--- src/logic/md_defs.svh ---
/*
 * Width, half-word slice and divider step macros
 * for the RV32M multiply/divide unit
 */
`ifndef MD_DEFS_SVH
`define MD_DEFS_SVH

// Operand and result width, fixed by RV32
`define MD_XLEN 32

// Half-word width seen by the 16x16 multiplier
`define MD_HALF 16
`define MD_OP_LO 15:0
`define MD_OP_HI 31:16

// Compare-subtract steps before the last quotient bit
`define MD_DIV_STEPS 31

`endif

--- src/logic/md_pkg.sv ---
/*
 * Operation encoding and request struct shared by
 * the multiply/divide unit and its engines
 */
`include "md_defs.svh"

package md_pkg;

  // Encoding equals funct3, top bit selects the divider
  typedef enum logic [2:0] {
    MD_MUL    = 3'd0,
    MD_MULH   = 3'd1,
    MD_MULHSU = 3'd2,
    MD_MULHU  = 3'd3,
    MD_DIV    = 3'd4,
    MD_DIVU   = 3'd5,
    MD_REM    = 3'd6,
    MD_REMU   = 3'd7
  } md_op_e;

  // One request, 67 bits
  typedef struct packed {
    md_op_e              op;
    logic [`MD_XLEN-1:0] op_a;
    logic [`MD_XLEN-1:0] op_b;
  } md_req_t;

endpackage

--- src/logic/md_mult.sv ---
/*
 * Sequential 16x16 multiply-accumulate engine for MUL, MULH,
 * MULHSU and MULHU, one 17x17 signed multiplier stepped over four phases
 */
`timescale 1ns/1ps
`include "md_defs.svh"

module md_mult import md_pkg::*; (
  input  logic                clk_i,
  input  logic                rst_ni,
  input  logic                start_i,
  input  md_req_t             req_i,
  output logic                done_o,
  output logic [`MD_XLEN-1:0] result_o
);

  typedef enum logic [2:0] {
    IDLE, ALBL, ALBH, AHBL, AHBH
  } mult_state_e;

  mult_state_e state_q, state_d;

  logic [`MD_HALF-1:0]        mul_op_a;
  logic [`MD_HALF-1:0]        mul_op_b;
  logic                       mul_sign_a;
  logic                       mul_sign_b;
  logic [`MD_XLEN+1:0]        accum;
  logic signed [`MD_XLEN+1:0] mac_res;
  logic [`MD_XLEN+1:0]        acc_q, acc_d;
  logic                       done_q, done_d;
  logic                       is_mul;
  logic                       signed_a;
  logic                       signed_b;

  assign is_mul   = (req_i.op == MD_MUL);
  assign signed_a = (req_i.op == MD_MULH) | (req_i.op == MD_MULHSU);
  assign signed_b = (req_i.op == MD_MULH);

  // The two top bits of the full sum always agree, so 34 bits are enough
  assign mac_res = $signed({mul_sign_a, mul_op_a}) * $signed({mul_sign_b, mul_op_b})
                 + $signed(accum);

  always_comb begin
    state_d    = state_q;
    mul_op_a   = req_i.op_a[`MD_OP_LO];
    mul_op_b   = req_i.op_b[`MD_OP_LO];
    mul_sign_a = 1'b0;
    mul_sign_b = 1'b0;
    accum      = '0;
    acc_d      = acc_q;
    done_d     = 1'b0;

    unique case (state_q)
      IDLE: begin
        if (start_i) begin
          state_d = ALBL;
        end
      end

      ALBL: begin
        // Low halves, always unsigned
        acc_d   = mac_res;
        state_d = ALBH;
      end

      ALBH: begin
        mul_op_b   = req_i.op_b[`MD_OP_HI];
        mul_sign_b = signed_b & req_i.op_b[`MD_XLEN-1];
        accum      = {{(`MD_HALF+2){1'b0}}, acc_q[`MD_OP_HI]};
        if (is_mul) begin
          acc_d = {2'b00, mac_res[`MD_OP_LO], acc_q[`MD_OP_LO]};
        end else begin
          acc_d = mac_res;
        end
        state_d = AHBL;
      end

      AHBL: begin
        mul_op_a   = req_i.op_a[`MD_OP_HI];
        mul_sign_a = signed_a & req_i.op_a[`MD_XLEN-1];
        if (is_mul) begin
          // Low word complete, upper product not needed
          accum   = {{(`MD_HALF+2){1'b0}}, acc_q[`MD_OP_HI]};
          acc_d   = {2'b00, mac_res[`MD_OP_LO], acc_q[`MD_OP_LO]};
          done_d  = 1'b1;
          state_d = IDLE;
        end else begin
          accum   = acc_q;
          acc_d   = mac_res;
          state_d = AHBH;
        end
      end

      AHBH: begin
        mul_op_a   = req_i.op_a[`MD_OP_HI];
        mul_op_b   = req_i.op_b[`MD_OP_HI];
        mul_sign_a = signed_a & req_i.op_a[`MD_XLEN-1];
        mul_sign_b = signed_b & req_i.op_b[`MD_XLEN-1];
        // Carry in the partial sum shifted down, sign extended when signed
        accum   = {{`MD_HALF{signed_a & acc_q[`MD_XLEN+1]}}, acc_q[`MD_XLEN+1:`MD_HALF]};
        acc_d   = mac_res;
        done_d  = 1'b1;
        state_d = IDLE;
      end

      default: begin
        state_d = IDLE;
      end
    endcase
  end

  always_ff @(posedge clk_i or negedge rst_ni) begin
    if (!rst_ni) begin
      state_q <= IDLE;
      done_q  <= 1'b0;
    end else begin
      state_q <= state_d;
      done_q  <= done_d;
    end
  end

  always_ff @(posedge clk_i) begin
    acc_q <= acc_d;
  end

  assign done_o   = done_q;
  assign result_o = acc_q[`MD_XLEN-1:0];

  assert property (@(posedge clk_i) disable iff (!rst_ni) !$isunknown(state_q))
    else $error("md_mult: phase state is unknown");

endmodule

--- src/logic/md_div.sv ---
/*
 * Restoring long divider for DIV, DIVU, REM and REMU with
 * absolute-value and sign-correction steps and a divide-by-zero path
 */
`timescale 1ns/1ps
`include "md_defs.svh"

module md_div import md_pkg::*; (
  input  logic                clk_i,
  input  logic                rst_ni,
  input  logic                start_i,
  input  md_req_t             req_i,
  output logic                done_o,
  output logic [`MD_XLEN-1:0] result_o
);

  typedef enum logic [2:0] {
    IDLE, ABS_A, ABS_B, COMP, LAST, CHANGE_SIGN, FINISH
  } div_state_e;

  div_state_e state_q, state_d;

  logic [4:0]          cnt_q, cnt_d;
  logic                check_q;
  logic                done_q, done_d;
  logic                b_zero_q;
  logic [`MD_XLEN-1:0] num_q, num_d;
  logic [`MD_XLEN-1:0] den_q, den_d;
  logic [`MD_XLEN-1:0] quo_q, quo_d;
  logic [`MD_XLEN-1:0] res_q, res_d;
  logic [`MD_XLEN:0]   rem_q, rem_d;
  logic [`MD_XLEN:0]   sub_a, sub_b, sub_res;
  logic                greater_equal;
  logic [`MD_XLEN-1:0] next_rem;
  logic [`MD_XLEN-1:0] next_quo;
  logic [`MD_XLEN-1:0] one_shift;
  logic                signed_op;
  logic                is_rem;
  logic                sign_a;
  logic                sign_b;

  assign signed_op = (req_i.op == MD_DIV) | (req_i.op == MD_REM);
  assign is_rem    = (req_i.op == MD_REM) | (req_i.op == MD_REMU);
  assign sign_a    = signed_op & req_i.op_a[`MD_XLEN-1];
  assign sign_b    = signed_op & req_i.op_b[`MD_XLEN-1];

  // Shared subtractor for negation and compare-subtract
  assign sub_res = sub_a - sub_b;

  // A partial remainder with bit 32 set is always above the divisor
  assign greater_equal = rem_q[`MD_XLEN] | ~sub_res[`MD_XLEN];
  assign one_shift     = {{(`MD_XLEN-1){1'b0}}, 1'b1} << cnt_q;
  assign next_rem      = greater_equal ? sub_res[`MD_XLEN-1:0] : rem_q[`MD_XLEN-1:0];
  assign next_quo      = greater_equal ? (quo_q | one_shift) : quo_q;

  always_comb begin
    state_d = state_q;
    cnt_d   = cnt_q;
    num_d   = num_q;
    den_d   = den_q;
    quo_d   = quo_q;
    rem_d   = rem_q;
    res_d   = res_q;
    sub_a   = '0;
    sub_b   = {1'b0, req_i.op_b};
    done_d  = 1'b0;

    unique case (state_q)
      IDLE: begin
        if (check_q) begin
          cnt_d = 5'(`MD_DIV_STEPS);
          if (b_zero_q) begin
            // Quotient all ones, remainder is the dividend
            res_d   = is_rem ? req_i.op_a : '1;
            state_d = FINISH;
          end else begin
            state_d = ABS_A;
          end
        end
      end

      ABS_A: begin
        sub_b   = {1'b0, req_i.op_a};
        num_d   = sign_a ? sub_res[`MD_XLEN-1:0] : req_i.op_a;
        quo_d   = '0;
        state_d = ABS_B;
      end

      ABS_B: begin
        den_d   = sign_b ? sub_res[`MD_XLEN-1:0] : req_i.op_b;
        rem_d   = {{`MD_XLEN{1'b0}}, num_q[`MD_XLEN-1]};
        state_d = COMP;
      end

      COMP: begin
        sub_a   = rem_q;
        sub_b   = {1'b0, den_q};
        cnt_d   = cnt_q - 5'd1;
        quo_d   = next_quo;
        // Bring down the next dividend bit
        rem_d   = {next_rem, num_q[cnt_d]};
        state_d = (cnt_q == 5'd1) ? LAST : COMP;
      end

      LAST: begin
        sub_a   = rem_q;
        sub_b   = {1'b0, den_q};
        res_d   = is_rem ? next_rem : next_quo;
        state_d = CHANGE_SIGN;
      end

      CHANGE_SIGN: begin
        sub_b = {1'b0, res_q};
        if (is_rem ? sign_a : (sign_a ^ sign_b)) begin
          res_d = sub_res[`MD_XLEN-1:0];
        end
        state_d = FINISH;
      end

      FINISH: begin
        done_d  = 1'b1;
        state_d = IDLE;
      end

      default: begin
        state_d = IDLE;
      end
    endcase
  end

  always_ff @(posedge clk_i or negedge rst_ni) begin
    if (!rst_ni) begin
      state_q <= IDLE;
      cnt_q   <= '0;
      check_q <= 1'b0;
      done_q  <= 1'b0;
    end else begin
      state_q <= state_d;
      cnt_q   <= cnt_d;
      check_q <= start_i;
      done_q  <= done_d;
    end
  end

  always_ff @(posedge clk_i) begin
    num_q <= num_d;
    den_q <= den_d;
    quo_q <= quo_d;
    rem_q <= rem_d;
    res_q <= res_d;
    if (start_i) begin
      b_zero_q <= (req_i.op_b == '0);
    end
  end

  assign done_o   = done_q;
  assign result_o = res_q;

  assert property (@(posedge clk_i) disable iff (!rst_ni)
    state_q inside {IDLE, ABS_A, ABS_B, COMP, LAST, CHANGE_SIGN, FINISH})
    else $error("md_div: illegal state encoding");

endmodule

--- src/logic/md_unit.sv ---
/*
 * Multiply/divide unit top level: request capture, dispatch to
 * the multiply or divide engine, registered one-cycle response
 */
`timescale 1ns/1ps
`include "md_defs.svh"

module md_unit import md_pkg::*; (
  input  logic                clk_i,
  input  logic                rst_ni,
  input  logic                req_valid_i,
  input  md_req_t             req_i,
  output logic                req_ready_o,
  output logic                rsp_valid_o,
  output logic [`MD_XLEN-1:0] rsp_result_o
);

  md_req_t             req_q;
  logic                busy_q;
  logic                start_q;
  logic                rsp_valid_q;
  logic [`MD_XLEN-1:0] rsp_result_q;
  logic                accept;
  logic                is_div;
  logic                mult_done, div_done;
  logic [`MD_XLEN-1:0] mult_result, div_result;

  assign accept = req_valid_i & req_ready_o;
  // Top funct3 bit marks the division class
  assign is_div = req_q.op[2];

  always_ff @(posedge clk_i or negedge rst_ni) begin
    if (!rst_ni) begin
      busy_q      <= 1'b0;
      start_q     <= 1'b0;
      rsp_valid_q <= 1'b0;
    end else begin
      start_q     <= accept;
      rsp_valid_q <= mult_done | div_done;
      if (accept) begin
        busy_q <= 1'b1;
      end else if (rsp_valid_q) begin
        // Free again once the response pulse has gone out
        busy_q <= 1'b0;
      end
    end
  end

  always_ff @(posedge clk_i) begin
    if (accept) begin
      req_q <= req_i;
    end
    if (mult_done) begin
      rsp_result_q <= mult_result;
    end else if (div_done) begin
      rsp_result_q <= div_result;
    end
  end

  md_mult md_mult_inst (
    .clk_i    (clk_i),
    .rst_ni   (rst_ni),
    .start_i  (start_q & ~is_div),
    .req_i    (req_q),
    .done_o   (mult_done),
    .result_o (mult_result)
  );

  md_div md_div_inst (
    .clk_i    (clk_i),
    .rst_ni   (rst_ni),
    .start_i  (start_q & is_div),
    .req_i    (req_q),
    .done_o   (div_done),
    .result_o (div_result)
  );

  assign req_ready_o  = ~busy_q;
  assign rsp_valid_o  = rsp_valid_q;
  assign rsp_result_o = rsp_result_q;

  assert property (@(posedge clk_i) disable iff (!rst_ni) (mult_done | div_done) |-> busy_q)
    else $error("md_unit: engine done while no operation in flight");

endmodule

--- config.mk ---
export PLATFORM = sky130hd
export DESIGN_NAME = md_unit
export DESIGN_NICKNAME = d
export VERILOG_FILES = /design/src/logic/md_pkg.sv /design/src/logic/md_mult.sv /design/src/logic/md_div.sv /design/src/logic/md_unit.sv
export VERILOG_INCLUDE_DIRS = /design/src /design/src/logic
export SDC_FILE = /design/constraint.sdc
export NUM_CORES = 2
export LEC_CHECK = 0
export BUFFER_PORTS_ARGS = -buffer_cell sky130_fd_sc_hd__buf_2
export CORE_ASPECT_RATIO = 1.5
export CORE_UTILIZATION = 38
export CTS_CLUSTER_SIZE = 10
export DETAILED_ROUTE_END_ITERATION = 6
export SYNTH_ARGS = -nofsm -noshare
export SYNTH_HDL_FRONTEND = slang
export SYNTH_SLANG_ARGS = --single-unit
--- constraint.sdc ---
create_clock -name clk_i -period 12.94 [get_ports clk_i]
set_input_delay 1.941 -clock clk_i [delete_from_list [all_inputs] [get_ports clk_i]]
set_output_delay 1.941 -clock clk_i [all_outputs]
set_load 0.01 [all_outputs]
* After elaboration in Yosys (flattened, before gate mapping)
Index checks and enable logic that the tools add are counted.
** Word-level totals
- ROM bits :: 0
- Flip-flop bits (word level) :: 312
- Logic and storage cells :: 126
- Input bits :: 70
- Latch bits :: 0
- Bits in writable memories :: 0
- Output and inout port bits :: 34
- Memories kept :: 0
** Operators by class
- Mux-type cells :: 41
- Magnitude comparators :: 1
- $mul :: 1
- Shift operators :: 1
- Bitwise operators :: 18
- Equality and inequality tests :: 21
- Add/sub/neg operators :: 3
- Divide/modulo/power cells :: 0
- Reductions and logical operators :: 19
** Operator list (count)
- $mux W32 :: 11
- $pmux W32 S3 :: 2
- $pmux W34 S3 :: 1
- $mux W34 :: 2
- $pmux W34 S2 :: 1
- $pmux W33 S2 :: 1
- $pmux W32 S2 :: 1
- $add A34 B34 Y34 :: 1
- $mul A17 B17 Y34 :: 1
- $mux W33 :: 1
- $sub A33 B32 Y33 :: 1
- $logic_not A32 Y1 :: 1
- $mux W16 :: 2
- $or A32 B32 Y32 :: 1
- $shl A1 B5 Y32 const A :: 1
- $eq A3 B3 Y1 const B :: 7
- $pmux W3 S6 :: 1
- $eq A3 B2 Y1 const B :: 5
- $mux W3 :: 5
- $pmux W3 S4 :: 1
- $reduce_bool A2 Y1 :: 6
- $pmux W5 S2 :: 1
- $reduce_or A2 Y1 :: 5
- $eq A3 B1 Y1 const B :: 3
- 17 further kinds :: 43

* Depth between registers and ports, before layout
- Depth after elaboration :: 9
- Gate-level depth with buffers :: 31
- Gate-level depth less buffers :: 28

* Cells and area by module
Synthesis repeated with hierarchy kept, for this count alone.
** Unflattened totals
- Cell total of the unflattened synthesis :: 2974
- Area total of the unflattened synthesis :: 30071.3 um^2
** Modules (own cells, without submodules)
- md_mult :: area an instance 14704.1 um^2, seq. area each 1121.1 um^2, instances 1, cells an instance 1595
- md_div :: area an instance 11742.5 um^2, seq. area each 5114.9 um^2, instances 1, cells an instance 1235
- md_unit :: area an instance 3624.7 um^2, seq. area each 3047.9 um^2, instances 1, cells an instance 144

* Worst setup path before layout
OpenSTA, ideal clock, no wires.
- Kind :: register to register
- Start point :: reg md_mult_inst.state_q[0]
- End point :: reg md_mult_inst.acc_q[32] (data pin)
- Data required time :: 12674 ps
- Cell stages (with the launch flop) :: 32
- Data arrival time :: 7216 ps
- Buffers on the path :: 3
- Path slack :: 5459 ps
- Cells stage by stage :: dfrtp_1 clkbuf_1 nor2_1 nand2_1 nand2_1 buf_2 and3_1 clkbuf_1 nand2_1 inv_1 fa_1 inv_1 fa_1 inv_1 ha_1 inv_1 fa_1 inv_1 fa_1 inv_1 fa_1 inv_1 ha_1 and4_1 and2_1 a31oi_1 o211ai_1 a31oi_1 o21ai_0 o31ai_1 xor2_1 nor2_1
** Between the ends
- Cells in the longest elaborated chain, start to end :: 7
** Ends and longest elaborated chain
- start: declaration :: RTL line md_mult.sv:21 : mult_state_e state_q, state_d;
- start signal: assignment :: RTL line md_mult.sv:117 : state_q <= state_d;
- $eq A3 B3 Y1 or $eq A3 B2 Y1 (tied branches) :: RTL line md_mult.sv:53 : unique case (state_q)
- $reduce_or A2 Y1 (no line)
- $mux W16 or $mux W1 (tied branches)
- $mul A17 B17 Y34 :: RTL line md_mult.sv:40 : assign mac_res = $signed({mul_sign_a, mul_op_a}) * $signed({mul_sign_b, mul_op_b})
- $add A34 B34 Y34 :: RTL line md_mult.sv:41 : + $signed(accum);
- $mux W34 :: RTL line md_mult.sv:70, md_mult.sv:81
- $pmux W34 S2 (*) :: RTL line md_mult.sv:53
- via md_mult_inst.acc_d[32] :: RTL line md_mult.sv:29 : logic [`MD_XLEN+1:0] acc_q, acc_d;
- end signal: assignment :: RTL line md_mult.sv:123 : acc_q <= acc_d;
- end: declaration :: RTL line md_mult.sv:29
The timed path passes the listed nets; every way through them passes the cells marked *. The select of a mux whose other input is x is not followed.
A chain may end at the register's enable or synchronous reset.

* Worst setup path in the final report
- Start point :: reg md_mult_inst.state_q[0]
- End point :: reg md_mult_inst.acc_q[33] (data pin)
Same word-level chain as after synthesis.

==> results.ini <==
[route]
viasPerCell=5.64
initialDrtViolationCount=1951
drtAntennaViolNets=0
wl_met3_um=5640
met2_length_um=56300
routedWlPerCell_um=27.0
via_count=23200
wl_met1_um=37300
drc_errors=0
wl_um=111000
first_pass_iters=6
top_layer=met4

[grt]
grt_pass1_wl_um=161000
antenna_found_initial=2
grt_overflow=0
grt.total_usage_pct=28.3
grt_max_degree=84
grt_pass1_vias=23900

[final_layout]
drive_above_1_share_pct=10.8
fillers=7652
area_growth_pct=9.69
num-nets-final=3626
seq_area_um2=9290
multi_input_area_um2=18400

[floorplanning]
die_height_um=344
ios=104
core_area_um2=77400
start_util_pct=38.3
die_w_um=230
dieArea_um2=79300
rows=125

[placed_design]
portBuffers=103
globalplace.congestion=0.993
dp_hpwl_um=87600

[run_status]
status=complete, no violations

[logic_synthesis]
syn_area_per_cell_um2=9.86
synth_cell_types=86
yosys.area.top_type=edfxtp_1
synth-edff-count=295
synth_top_flop_cell=edfxtp_1
netlist_area_um2=29700
synth.area.top_cells=edfxtp_1 30%, fa_1 23%, ha_1 5.9%, inv_1 5.4%, nor2_1 4.2%
async_flop_share_pct=5.45
yosys_warnings=0
synth-seq-cells=312
yosysSeqAreaShare_pct=31.3
synth_top_area_share_pct=29.8
syn-num-nets=3561
syn-instance-count=3012

[clock_network]
ctsResizeCount=0
clockBufferDepth=3
path_clk_slew_ns=0.06
clk_latency_ns=0.59
cts_setup_buffers=0
cts_tree=done
htreeDepth=2
cts-root-buf=clkbuf_16
hold_buffers=0
cts.sinks=312
cts-buffers-inserted=37

[timing]
min_period_over_period_pct=68.8
worst_pin_slew_ns=1.31
rsz0062_at_grt=false
finalSetupViolations=0
hold_viol_final=0
fmax_mhz=112
finalMaxSlewViolations=0
setup_tns_ns=0
slew_headroom_pct=10.3
fin_crit_ns=8.90
fin_skew_ns=0.0341

[run]
drv_cap=0

[critical_path]
critPathLaunchType=flip-flop
crit_arrival_ns=9.30
crit_buf_inv=6
crit_family=adder cells
cp-end-kind=flip-flop
cpMaxStageDelayCell=inv_1
crit_path_max_fanout=33
crit_required_ns=13.34
path_class=flip-flop to flip-flop
max_stage_delay_ns=0.77

[worst_hold_path]
hold_path.class=flip-flop to flip-flop

worst register-to-register path: cells and delay by family, from the launching register on:
family          cells  cell delay (ns)
fa+ha+maj           7             3.20
simple gates        8             2.23
compound gates      6             1.44
buf+inv             6             1.40
flops               1             0.47
stage by stage:
stage / setup WS (ns) / util [%] / hold WS, ns / instances / instance area [µm²]
CTS: 3.97 / 42.1 / 0.437 / 4114 / 32600
floorplan: 5.46 / - / 0.482 / 3012 / 29700
global route: 3.41 / 42.1 / 0.468 / 4114 / 32600
global placement: 4.21 / 40.7 / 0.424 / 4054 / 31500
detailed placement: 4.03 / 40.7 / 0.429 / 4054 / 31500
finish: 4.04 / 42.1 / 0.435 / 4116 / 32600
layout make-up:
cell class | count | share of cell area (%)
tap | 1016 | 3.90
inverter | 427 | 4.92
clock buffer | 53 | 3.03
multi-input combinational | 2135 | 56.4
sequential | 312 | 28.5
antenna | 2 | 0.0154
timing repair buffer | 164 | 2.99
clock inverter | 7 | 0.250
worst paths after layout:
check / slack [ns] / from / depth (start not counted) / to
max in group asynchronous: 11.23 / rst_ni / 1 / md_div_inst.state_q[2]
worst max-delay path: 4.04 / md_mult_inst.state_q[0] / 27 / md_mult_inst.acc_q[33]
worst min register to register: 0.44 / rsp_valid_o / 1 / busy_q
worst max register to register: 4.04 / md_mult_inst.state_q[0] / 27 / md_mult_inst.acc_q[33]
min in group asynchronous: 1.34 / rst_ni / 1 / md_mult_inst.state_q[2]
worst min-delay path: 0.44 / rsp_valid_o / 1 / busy_q
synth_stat cells (14+ instances only):
cell	instances
mux2i_1	34
nand2_1	308
xor2_1	29
mux2_2	63
nor3_1	21
o21a_1	27
nand2b_1	25
buf_1	17
xnor2_1	47
a21o_1	37
a21oi_1	153
edfxtp_1	295
clkbuf_1	106
fa_1	340
inv_1	425
ha_1	139
and2_1	55
a31oi_1	17
buf_2	14
o22ai_1	41
dfrtp_1	17
a211oi_1	44
nand3_1	23
nor2b_1	45
o221ai_1	44
nor2_1	334
o21ai_0	141
cell usage in the layout (no fill, tap or decap), types with 61 or more instances in the layout:
cell / count
inv_1: 424
fa_1: 340
a21oi_1: 152
nor2_1: 330
o21ai_0: 139
mux2_2: 63
buf_2: 103
nand2_1: 305
buf_4: 61
ha_1: 139
edfxtp_1: 295
sequential cells by signal, indices dropped and copies added, names as in the netlist, 3 cells and up:
signal and count:
md_div_inst.state_q 3, md_div_inst.num_q 32, md_div_inst.den_q 32, req_q 66, md_div_inst.quo_q 32, md_div_inst.rem_q 33, md_div_inst.result_o 32, rsp_result_o 32
md_mult_inst.acc_q 34, md_mult_inst.state_q 3, md_div_inst.cnt_q 5
layer usage:
| metal | track usage [%] | up-vias |
|---|---|---|
| met5 | 0 | - |
| met4 | 25.3 | 0 |
| met3 | 2.62 | 371 |
| met2 | 50.6 | 993 |
| met1 | 29.7 | 11600 |
| li1 | - | 10300 |
kinds of logic after synthesis:
family / count (synthesis) / share of synthesized area (%)
buffers and inverters: 565 / 7.22
AND/OR/NAND/NOR: 874 / 13.1
AO/OA/AOI/OAI: 599 / 13.1
adder cells (fa/ha/maj): 479 / 28.8
flip-flops: 312 / 31.3
multiplexers: 107 / 4.29
XOR/XNOR: 76 / 2.24
Power is not shown: default switching activity piles up to over one toggle a cycle in this logic, so the estimate is an artifact.
